<file path="src/coproc_defines.svh">
//--------------------
// Frame geometry for the matrix-vector coprocessor
// COLS must stay a power of two
// The column index is taken from the low bits of the A address
// ACC_W must hold COLS * 255 * 255
//--------------------
`ifndef COPROC_DEFINES_SVH
`define COPROC_DEFINES_SVH

// Rows of A and words of RES
`define COPROC_ROWS 8
// Columns of A and length of B
`define COPROC_COLS 4
// One operand byte
`define COPROC_ELEM_W 8
// Unsigned row sum
`define COPROC_ACC_W 18
// Stream word on both ports
`define COPROC_AXIS_W 32
// Registered read of every RAM
`define COPROC_RAM_LAT 1

`endif

</file>
<file path="src/coproc_pkg.sv">
//--------------------
// Shared types of the coprocessor
// Sizes follow the dimension macros
//--------------------
`default_nettype none
`include "coproc_defines.svh"

package coproc_pkg;

	typedef logic [`COPROC_ELEM_W-1:0] elem_t;                            // Operand byte
	typedef logic [`COPROC_ACC_W-1:0] acc_t;                              // Row sum
	typedef logic [`COPROC_AXIS_W-1:0] axis_data_t;                       // Stream word
	typedef logic [$clog2(`COPROC_ROWS*`COPROC_COLS)-1:0] a_addr_t;
	typedef logic [$clog2(`COPROC_COLS)-1:0] b_addr_t;
	typedef logic [$clog2(`COPROC_ROWS)-1:0] res_addr_t;
	// Input beat count up to the full frame
	typedef logic [$clog2(`COPROC_ROWS*`COPROC_COLS+`COPROC_COLS+1)-1:0] frame_cnt_t;

	typedef enum logic [1:0] {
		IDLE,
		READ_INPUTS,
		COMPUTE,
		WRITE_OUTPUTS
	} coproc_state_e;

	typedef struct packed {logic en; a_addr_t addr; elem_t data;} a_wr_t;
	typedef struct packed {logic en; b_addr_t addr; elem_t data;} b_wr_t;

	typedef struct packed {
		logic      valid;
		logic      first;  // Load instead of add
		logic      last;   // Row sum complete
		res_addr_t row;
	} mac_op_t;

	typedef struct packed {logic en; res_addr_t addr; acc_t data;} res_wr_t;
	typedef struct packed {logic valid; res_addr_t addr; logic last;} res_rd_t;

endpackage

`default_nettype wire

</file>
<file path="src/matrix_ram.sv">
//--------------------
// Single clock RAM with one write and one read port
// Read data is registered and valid one cycle after rd_addr
// A read of the address being written returns the old word
// No reset on the contents
//--------------------
`timescale 1ns/1ps
`default_nettype none

module matrix_ram #(
	parameter int depth_bits = 5,
	parameter int width      = 8
) (
	input  logic                  ACLK,
	input  logic                  wr_en,
	input  logic [depth_bits-1:0] wr_addr,
	input  logic [width-1:0]      wr_data,
	input  logic [depth_bits-1:0] rd_addr,
	output logic [width-1:0]      rd_data
);

	logic [width-1:0] mem [2**depth_bits];  // Storage array

	always_ff @(posedge ACLK) begin
		if (wr_en) begin
			mem[wr_addr] <= wr_data;  // Write lands at this edge
		end
	end

	// Registered read port
	always_ff @(posedge ACLK) begin
		rd_data <= mem[rd_addr];
	end

endmodule

`default_nettype wire

</file>
<file path="src/dot_product_mac.sv">
//--------------------
// Multiply-accumulate for one A row against B
// mac_op must be issued in the cycle its RAM addresses are issued
// Sums are unsigned with no overflow check
//--------------------
`timescale 1ns/1ps
`default_nettype none

module dot_product_mac (
	input  logic                ACLK,
	input  logic                ARESETN,
	input  coproc_pkg::mac_op_t mac_op,
	input  coproc_pkg::elem_t   a_data,
	input  coproc_pkg::elem_t   b_data,
	output coproc_pkg::res_wr_t res_wr
);

	coproc_pkg::mac_op_t op_q;     // Op aligned with RAM data
	coproc_pkg::acc_t    acc;      // Running row sum
	coproc_pkg::acc_t    product;
	coproc_pkg::acc_t    sum;

	// Byte by byte product widened to the sum width
	assign product = coproc_pkg::acc_t'(a_data) * coproc_pkg::acc_t'(b_data);
	assign sum     = (op_q.first ? '0 : acc) + product;  // First column restarts the row

	// One stage delay to match the RAM read latency
	always_ff @(posedge ACLK) begin
		if (!ARESETN) begin
			op_q      <= '0;
			res_wr.en <= 1'b0;
		end else begin
			op_q        <= mac_op;
			res_wr.en   <= op_q.valid && op_q.last;  // Row done
			res_wr.addr <= op_q.row;  // Row carried along with the op
			res_wr.data <= sum;
		end
	end

	always_ff @(posedge ACLK) begin
		if (op_q.valid) begin
			acc <= sum;
		end
	end

endmodule

`default_nettype wire

</file>
<file path="src/result_streamer.sv">
//--------------------
// Two entry output buffer in front of M_AXIS
// Expects res_data one cycle after each res_rd request
// slot_free stays low while the frame's last word is still pending
//--------------------
`timescale 1ns/1ps
`default_nettype none

module result_streamer (
	input  logic                   ACLK,
	input  logic                   ARESETN,
	input  coproc_pkg::res_rd_t    res_rd,
	input  coproc_pkg::acc_t       res_data,
	output logic                   slot_free,
	output logic                   M_AXIS_TVALID,
	output coproc_pkg::axis_data_t M_AXIS_TDATA,
	output logic                   M_AXIS_TLAST,
	input  logic                   M_AXIS_TREADY
);

	logic             stage_valid;    // Read in flight
	logic             stage_last;
	coproc_pkg::acc_t fifo_data [2];
	logic             fifo_last [2];
	logic             wr_ptr;
	logic             rd_ptr;
	logic [1:0]       fifo_cnt;
	logic [1:0]       occ;            // Buffered plus in flight
	logic             last_pend;      // Final word not yet sent
	logic             pop;

	assign pop           = M_AXIS_TVALID && M_AXIS_TREADY;
	assign occ           = fifo_cnt + 2'(stage_valid);
	// Room for one more word, counting a pop this cycle
	assign slot_free     = ((occ < 2'd2) || pop) && (!last_pend || (pop && M_AXIS_TLAST));
	assign M_AXIS_TVALID = (fifo_cnt != 2'd0);
	assign M_AXIS_TDATA  = coproc_pkg::axis_data_t'(fifo_data[rd_ptr]);  // Zero extended
	assign M_AXIS_TLAST  = M_AXIS_TVALID && fifo_last[rd_ptr];

	always_ff @(posedge ACLK) begin
		if (!ARESETN) begin
			stage_valid <= 1'b0;
			wr_ptr      <= 1'b0;
			rd_ptr      <= 1'b0;
			fifo_cnt    <= 2'd0;
			last_pend   <= 1'b0;
		end else begin
			stage_valid <= res_rd.valid;
			if (stage_valid) wr_ptr <= ~wr_ptr;
			if (pop) rd_ptr <= ~rd_ptr;
			fifo_cnt <= fifo_cnt + 2'(stage_valid) - 2'(pop);
			if (res_rd.valid && res_rd.last) begin
				last_pend <= 1'b1;
			end else if (pop && M_AXIS_TLAST) begin
				last_pend <= 1'b0;                  // Frame handed off
			end
		end
	end

	always_ff @(posedge ACLK) begin
		stage_last <= res_rd.last;
		if (stage_valid) begin
			fifo_data[wr_ptr] <= res_data;          // RAM word arrives with the stage
			fifo_last[wr_ptr] <= stage_last;
		end
	end

endmodule

`default_nettype wire

</file>
<file path="src/coproc_ctrl.sv">
//--------------------
// Frame sequencer of the coprocessor
// Fixed frame of A row-major then B with no input TLAST
// The producer must hold each beat until it transfers
// Only TDATA bits of one element width are stored
//--------------------
`timescale 1ns/1ps
`default_nettype none
`include "coproc_defines.svh"

module coproc_ctrl (
	input  logic                   ACLK,
	input  logic                   ARESETN,
	input  logic                   S_AXIS_TVALID,
	input  coproc_pkg::axis_data_t S_AXIS_TDATA,
	output logic                   S_AXIS_TREADY,
	output coproc_pkg::a_wr_t      a_wr,
	output coproc_pkg::b_wr_t      b_wr,
	output coproc_pkg::a_addr_t    a_rd_addr,
	output coproc_pkg::b_addr_t    b_rd_addr,
	output coproc_pkg::mac_op_t    mac_op,
	output coproc_pkg::res_rd_t    res_rd,
	input  logic                   slot_free
);

	localparam int a_size = `COPROC_ROWS * `COPROC_COLS;
	localparam int drain  = `COPROC_RAM_LAT + 1;  // RAM stage plus MAC output stage

	localparam coproc_pkg::frame_cnt_t a_words    = coproc_pkg::frame_cnt_t'(a_size);
	localparam coproc_pkg::frame_cnt_t last_beat  =
		coproc_pkg::frame_cnt_t'(a_size + `COPROC_COLS - 1);
	localparam coproc_pkg::frame_cnt_t last_cycle = coproc_pkg::frame_cnt_t'(a_size + drain - 1);
	localparam coproc_pkg::frame_cnt_t res_words  = coproc_pkg::frame_cnt_t'(`COPROC_ROWS);

	coproc_pkg::coproc_state_e state;
	coproc_pkg::frame_cnt_t    frame_cnt;  // Accepted input beats
	coproc_pkg::frame_cnt_t    issue_cnt;  // Compute cycles, then RES reads
	coproc_pkg::b_addr_t       col;
	logic                      s_xfer;

	assign s_xfer = (state == coproc_pkg::READ_INPUTS) && S_AXIS_TVALID && S_AXIS_TREADY;
	assign col    = coproc_pkg::b_addr_t'(issue_cnt);  // Low bits walk the columns

	// Operand write steering straight from the accepted beat
	always_comb begin
		a_wr.en   = s_xfer && (frame_cnt < a_words);
		a_wr.addr = coproc_pkg::a_addr_t'(frame_cnt);
		a_wr.data = coproc_pkg::elem_t'(S_AXIS_TDATA);
		b_wr.en   = s_xfer && (frame_cnt >= a_words);  // Tail of the frame is B
		b_wr.addr = coproc_pkg::b_addr_t'(frame_cnt - a_words);
		b_wr.data = coproc_pkg::elem_t'(S_AXIS_TDATA);
	end

	// One A/B read and one MAC op per compute cycle
	always_comb begin
		a_rd_addr    = coproc_pkg::a_addr_t'(issue_cnt);
		b_rd_addr    = col;
		mac_op.valid = (state == coproc_pkg::COMPUTE) && (issue_cnt < a_words);
		mac_op.first = (col == '0);
		mac_op.last  = (col == coproc_pkg::b_addr_t'(`COPROC_COLS - 1));
		mac_op.row   = coproc_pkg::res_addr_t'(issue_cnt >> $clog2(`COPROC_COLS));
	end

	// RES reads paced by the output buffer
	always_comb begin
		res_rd.valid = (state == coproc_pkg::WRITE_OUTPUTS) && (issue_cnt < res_words) && slot_free;
		res_rd.addr  = coproc_pkg::res_addr_t'(issue_cnt);
		res_rd.last  = (issue_cnt == res_words - 1'b1);  // Eighth word carries TLAST
	end

	always_ff @(posedge ACLK) begin
		if (!ARESETN) begin
			state         <= coproc_pkg::IDLE;
			S_AXIS_TREADY <= 1'b0;
			frame_cnt     <= '0;
			issue_cnt     <= '0;
		end else begin
			case (state)
				coproc_pkg::IDLE: begin
					frame_cnt <= '0;
					issue_cnt <= '0;
					if (S_AXIS_TVALID) begin
						state         <= coproc_pkg::READ_INPUTS;
						S_AXIS_TREADY <= 1'b1;  // Ready from the next cycle
					end
				end

				coproc_pkg::READ_INPUTS: begin
					S_AXIS_TREADY <= S_AXIS_TVALID;  // Ready trails valid by one cycle
					if (s_xfer) begin
						frame_cnt <= frame_cnt + 1'b1;
						if (frame_cnt == last_beat) begin
							// Full frame stored so stop accepting
							S_AXIS_TREADY <= 1'b0;
							state         <= coproc_pkg::COMPUTE;
							issue_cnt     <= '0;
						end
					end
				end

				coproc_pkg::COMPUTE: begin
					issue_cnt <= issue_cnt + 1'b1;
					if (issue_cnt == last_cycle) begin
						state     <= coproc_pkg::WRITE_OUTPUTS;  // Last row sum now in RES
						issue_cnt <= '0;
					end
				end

				coproc_pkg::WRITE_OUTPUTS: begin
					if (res_rd.valid) begin
						issue_cnt <= issue_cnt + 1'b1;
					end
					// slot_free returns high on the TLAST transfer
					if ((issue_cnt == res_words) && slot_free) begin
						state <= coproc_pkg::IDLE;
					end
				end

				default: begin
					state <= coproc_pkg::IDLE;
				end
			endcase
		end
	end

endmodule

`default_nettype wire

</file>
<file path="src/coproc_top.sv">
//--------------------
// Matrix-vector coprocessor on two AXI-Stream ports
// One frame is A row-major then B, one byte per beat
// Emits one zero extended row sum per output beat with TLAST on the last
//--------------------
`timescale 1ns/1ps
`default_nettype none

module coproc_top (
	input  logic                   ACLK,
	input  logic                   ARESETN,
	input  logic                   S_AXIS_TVALID,
	input  coproc_pkg::axis_data_t S_AXIS_TDATA,
	output logic                   S_AXIS_TREADY,
	output logic                   M_AXIS_TVALID,
	output coproc_pkg::axis_data_t M_AXIS_TDATA,
	output logic                   M_AXIS_TLAST,
	input  logic                   M_AXIS_TREADY
);

	coproc_pkg::a_wr_t     a_wr;
	coproc_pkg::b_wr_t     b_wr;
	coproc_pkg::a_addr_t   a_rd_addr;
	coproc_pkg::b_addr_t   b_rd_addr;
	coproc_pkg::elem_t     a_rd_data;   // A RAM to MAC
	coproc_pkg::elem_t     b_rd_data;   // B RAM to MAC
	coproc_pkg::mac_op_t   mac_op;
	coproc_pkg::res_wr_t   res_wr;      // MAC to RES RAM
	coproc_pkg::res_rd_t   res_rd;      // Controller to RES RAM and streamer
	coproc_pkg::acc_t      res_rd_data;
	logic                  slot_free;

	coproc_ctrl u_ctrl (
		.ACLK         (ACLK),
		.ARESETN      (ARESETN),
		.S_AXIS_TVALID(S_AXIS_TVALID),
		.S_AXIS_TDATA (S_AXIS_TDATA),
		.S_AXIS_TREADY(S_AXIS_TREADY),
		.a_wr         (a_wr),
		.b_wr         (b_wr),
		.a_rd_addr    (a_rd_addr),
		.b_rd_addr    (b_rd_addr),
		.mac_op       (mac_op),
		.res_rd       (res_rd),
		.slot_free    (slot_free)
	);

	matrix_ram #(
		.depth_bits($bits(coproc_pkg::a_addr_t)),
		.width     ($bits(coproc_pkg::elem_t))
	) a_ram (
		.ACLK(ACLK), .wr_en(a_wr.en), .wr_addr(a_wr.addr), .wr_data(a_wr.data),
		.rd_addr(a_rd_addr), .rd_data(a_rd_data)
	);

	matrix_ram #(
		.depth_bits($bits(coproc_pkg::b_addr_t)),
		.width     ($bits(coproc_pkg::elem_t))
	) b_ram (
		.ACLK(ACLK), .wr_en(b_wr.en), .wr_addr(b_wr.addr), .wr_data(b_wr.data),
		.rd_addr(b_rd_addr), .rd_data(b_rd_data)
	);

	// One word per result row
	matrix_ram #(
		.depth_bits($bits(coproc_pkg::res_addr_t)),
		.width     ($bits(coproc_pkg::acc_t))
	) res_ram (
		.ACLK(ACLK), .wr_en(res_wr.en), .wr_addr(res_wr.addr), .wr_data(res_wr.data),
		.rd_addr(res_rd.addr), .rd_data(res_rd_data)
	);

	dot_product_mac u_mac (
		.ACLK(ACLK), .ARESETN(ARESETN), .mac_op(mac_op),
		.a_data(a_rd_data), .b_data(b_rd_data), .res_wr(res_wr)
	);

	result_streamer u_streamer (
		.ACLK         (ACLK),
		.ARESETN      (ARESETN),
		.res_rd       (res_rd),
		.res_data     (res_rd_data),
		.slot_free    (slot_free),
		.M_AXIS_TVALID(M_AXIS_TVALID),
		.M_AXIS_TDATA (M_AXIS_TDATA),
		.M_AXIS_TLAST (M_AXIS_TLAST),
		.M_AXIS_TREADY(M_AXIS_TREADY)
	);

endmodule

`default_nettype wire

</file>
<file path="config.mk">
export PLATFORM = sky130hd
export DESIGN_NAME = coproc_top
export DESIGN_NICKNAME = d
export VERILOG_FILES = /design/src/coproc_pkg.sv /design/src/matrix_ram.sv /design/src/dot_product_mac.sv /design/src/result_streamer.sv /design/src/coproc_ctrl.sv /design/src/coproc_top.sv
export VERILOG_INCLUDE_DIRS = /design/src /design/src/src
export SDC_FILE = /design/constraint.sdc
export NUM_CORES = 1
export LEC_CHECK = 0
export ABC_CLOCK_PERIOD_IN_PS = 6300
export BUFFER_PORTS_ARGS = -buffer_cell sky130_fd_sc_hd__buf_2
export CORE_AREA = 2 2 155 270
export DETAILED_ROUTE_END_ITERATION = 6
export DIE_AREA = 0 0 157 272
export GPL_ROUTABILITY_DRIVEN = 0
export PLACE_DENSITY = 0.81
export SETUP_SLACK_MARGIN = 0.2
export SLEW_MARGIN = 25
export SYNTH_ARGS = -nofsm -noshare
export SYNTH_HDL_FRONTEND = slang
export SYNTH_SLANG_ARGS = --single-unit
</file>
<file path="constraint.sdc">
create_clock -name ACLK -period 6.3 [get_ports ACLK]
set_input_delay 1.575 -clock ACLK [delete_from_list [all_inputs] [get_ports ACLK]]
set_output_delay 1.575 -clock ACLK [all_outputs]
set_load 0.05 [all_outputs]
</file>
==> out/qor.csv <==
metric,value,unit
worst-endpoint-arrival,5.51,ns
path_class,flip-flop to flip-flop,
highest_layer,met5,
core-area,0.0406,mm²
worstSetupPathDepth,14,
p_comb_share,30.6,%
synth_enable_flop_cells,509,
critPathCaptureType,flip-flop,
synth_cell_type_count,56,
p_sw_share,31.8,%
synth_seq_cells,573,
final_area,0.0262,mm²
dr_wl_met2,25600,µm
cts_num_sinks,573,
cts-root-to-sink-buffers,3,
grt_first_pass_wirelength,67900,µm
setup_repair_after_global_routing_missed_its_margin,false,
async_flop_share,0,%
crit_required,6.60,ns
routed_via_density,5.84,
vdd.ir_drop.worst,348,µV
nNetsFinal,1508,
timing_hold_violations_final,0,
grt_antenna_before_repair,1,
synth_fa_ha_area_share,6.92,%
grt.overflow.total,0,
portion_of_synthesized_cell_area_occupied_by_the_leading_cell_type,63.6,%
rr_worst_depth,14,
floorplan.io_pins,71,
first_pass_iters,7,
post_cts_hold_buffer_count,0,
grt_use_total,21.3,%
grt_pass1_vias,12300,
p_per_area,426,mW/mm²
post_dp_cell_area,0.0247,mm²
die_w,157,µm
cts_repair_resize_count,0,
cp_common_cell,sky130_fd_sc_hd__fa_1,
synthSimpleGateAreaFrac,5.10,%
critical-path-max-stage-delay,0.54,ns
synth.largest_area_cell,sky130_fd_sc_hd__edfxtp_1,
std_cell_rows,98,
syn_avg_cell_area,18.2,µm²
synth.mux.area_fraction,13.8,%
clock_power_share,25.1,%
cts-buffers-inserted,47,
initial_utilization,59.2,%
mappedNetlistArea,0.0240,mm²
slew_headroom,29.4,%
finalMaxSlewViolations,0,
clock-root-buffer,sky130_fd_sc_hd__clkbuf_16,
crit_path_cell_trace,"nand2b_1, fa_1, inv_1, fa_1, inv_1, fa_1, fa_1, inv_1, ha_1, and3_1, a211oi_1, a211oi_1, o21a_1, o311ai_0",
share_of_the_synthesized_netlist_area_taken_by_xor_and_xnor_gates,0.729,%
met1Wirelength,14300,µm
setup-tns-final,0,ns
startpoint_type,flip-flop,
syn2layout_area_growth,9.12,%
seq_area_frac_synth,68.9,%
ys_dominant_reg_cell,sky130_fd_sc_hd__edfxtp_1,
dp_hpwl,29200,µm
die_area,0.0427,mm²
regToRegSetupSlack,1.09,ns
clk_latency,0.58,ns
drtIter0Drc,657,
fmaxAchievable,192,MHz
outcome,finished clean,
layout_min_cycle_time,5.21,ns
power.share.sequential,44.3,%
synthCells,1319,
clock_tree.htree_level_count,2,
holdCritPathClass,flip-flop to flip-flop,
count_of_vias_placed_by_the_detailed_router,11400,
combinational_family_with_the_most_area_after_synthesis,multiplexers,
leakage_power_total,8.89,nW
totalWireLength,43600,µm
count_of_port_buffers_added_during_placement,32,
fin_worst_skew,0.0250,ns
power_switching,3.55,mW
min_path_cells,0,
antennaDiodeCount,0,
critical_path.n_buffers_inverters,3,
post_synth_main_area_contributors,"sky130_fd_sc_hd__edfxtp_1, sky130_fd_sc_hd__mux4_2, sky130_fd_sc_hd__dfxtp_1",
internal-power,7.62,mW
maxCapViolCount,0,
drtAntennaViolNets,0,
post-cts-setup-buffer-count,0,
final_layout_size_suffix_gt1_share,21.6,%
family_with_the_most_delay_on_the_worst_path,adder cells,
total_met3_wirelength_after_detailed_routing,1790,µm
clk_pin_slew,0.07,ns
final.period_utilization,82.7,%
timing.critical_path.slowest_stage_cell,sky130_fd_sc_hd__dfxtp_1,
drc_errors,0,
tritoncts,yes,
die-height,272,µm
grt_max_degree,74,
synth-compound-area-share,1.68,%
critical_path.max_fanout,18,
average_routed_wire_per_standard_cell,22.3,µm
timing.final.setup_violations,0,
timing_worst_slew_pin_value,1.06,ns
synth_warnings,0,
==> through the flow <==
step / power, mW / util (%) / cells / hold slack, ns / worst slack [ns]
after floorplan: 7.56 / - / 1332 / 0.386 / 1.83
final: 11.2 / 64.6 / 1957 / 0.415 / 1.09
after CTS: 11.2 / 64.6 / 1957 / 0.413 / 1.15
after global placement: 8.23 / 60.9 / 1870 / 0.386 / 1.27
after global routing: 11.7 / 64.6 / 1957 / 0.422 / 1.01
after detailed placement: 8.38 / 60.9 / 1870 / 0.398 / 1.17
==> cell type report <==
class	count	area, µm²
Sequential cell	573	16600
Fill cell	2694	14400
Multi-Input combinational cell	612	6880
Clock buffer	63	1320
Tap cell	550	688
Inverter	90	338
Timing Repair Buffer	45	258
Clock inverter	24	168
==> sequential cells by signal (all words and copies together), names as in the netlist, 18 cells and up, named ones only <==
signal                count
a_ram.mem               256
b_ram.mem                32
res_ram.mem             144
res_ram.rd_data          18
u_mac.acc                18
u_mac.res_wr             22
u_streamer.fifo_data     36
==> worst paths after layout <==
check / start / to
max: u_mac.op_q[4] / u_mac.acc[14]
min: u_mac.op_q[2] / u_mac.res_wr[20]
max reg2reg: u_mac.op_q[4] / u_mac.acc[14]
min reg2reg: u_mac.op_q[2] / u_mac.res_wr[20]
==> layer usage <==
layer	global-route usage (%)	up-vias
met1	21.6	5904
met3	3.13	112
met2	42.0	309
li1	-	5095
met4	9.20	2
met5	0	-
==> kinds of logic (layout without fill, tap and decap cells) <==
family | Yosys count | after routing
AOI/OAI and AO/OA | 58 | 58
xor gates and xnor gates | 20 | 20
adders and majority gates | 103 | 103
buffers and inverters | 147 | 222
DFF | 573 | 573
muxes | 172 | 172
other | 1 | 14
and+or+nand+nor | 245 | 245
==> power groups by stage <==
| stage | Clock, mW | Sequential, mW | Combinational, mW |
|---|---|---|---|
| 2_1_floorplan | 0 | 4.89 | 2.67 |
| 3_3_place_gp | 0 | 5.01 | 3.22 |
| 3_5_place_dp | 0 | 5.03 | 3.35 |
| 4_1_cts | 2.85 | 4.95 | 3.39 |
| 5_1_grt | 2.99 | 4.99 | 3.77 |
| 6_report | 2.81 | 4.95 | 3.42 |
==> cell usage in the layout (no fill, tap or decap), drive strengths merged, types with 16 or more instances in the layout <==
master | netlist | final
and2 | 43 | 43
buf | 36 | 45
clkbuf | 21 | 63
clkinv | 0 | 19
dfxtp | 64 | 64
edfxtp | 509 | 509
fa | 50 | 50
ha | 53 | 53
inv | 90 | 94
mux2 | 44 | 44
mux4 | 124 | 124
nand2 | 52 | 52
nor2 | 69 | 69
nor2b | 16 | 16
==> Yosys cell counts (all sizes together), types with 4 or more instances <==
master  count
a21o        5
a21oi      13
a31oi       5
and2       43
and3       13
buf        36
clkbuf     21
dfxtp      64
edfxtp    509
fa         50
ha         53
inv        90
mux2       44
mux2i       4
mux4      124
nand2      52
nand2b     14
nand3       7
nand3b      4
nand4       5
nor2       69
nor2b      16
nor3       11
o211ai      4
o21ai       7
or2         4
xnor2      11
xor2        9
(Power assumes the default switching activity.)
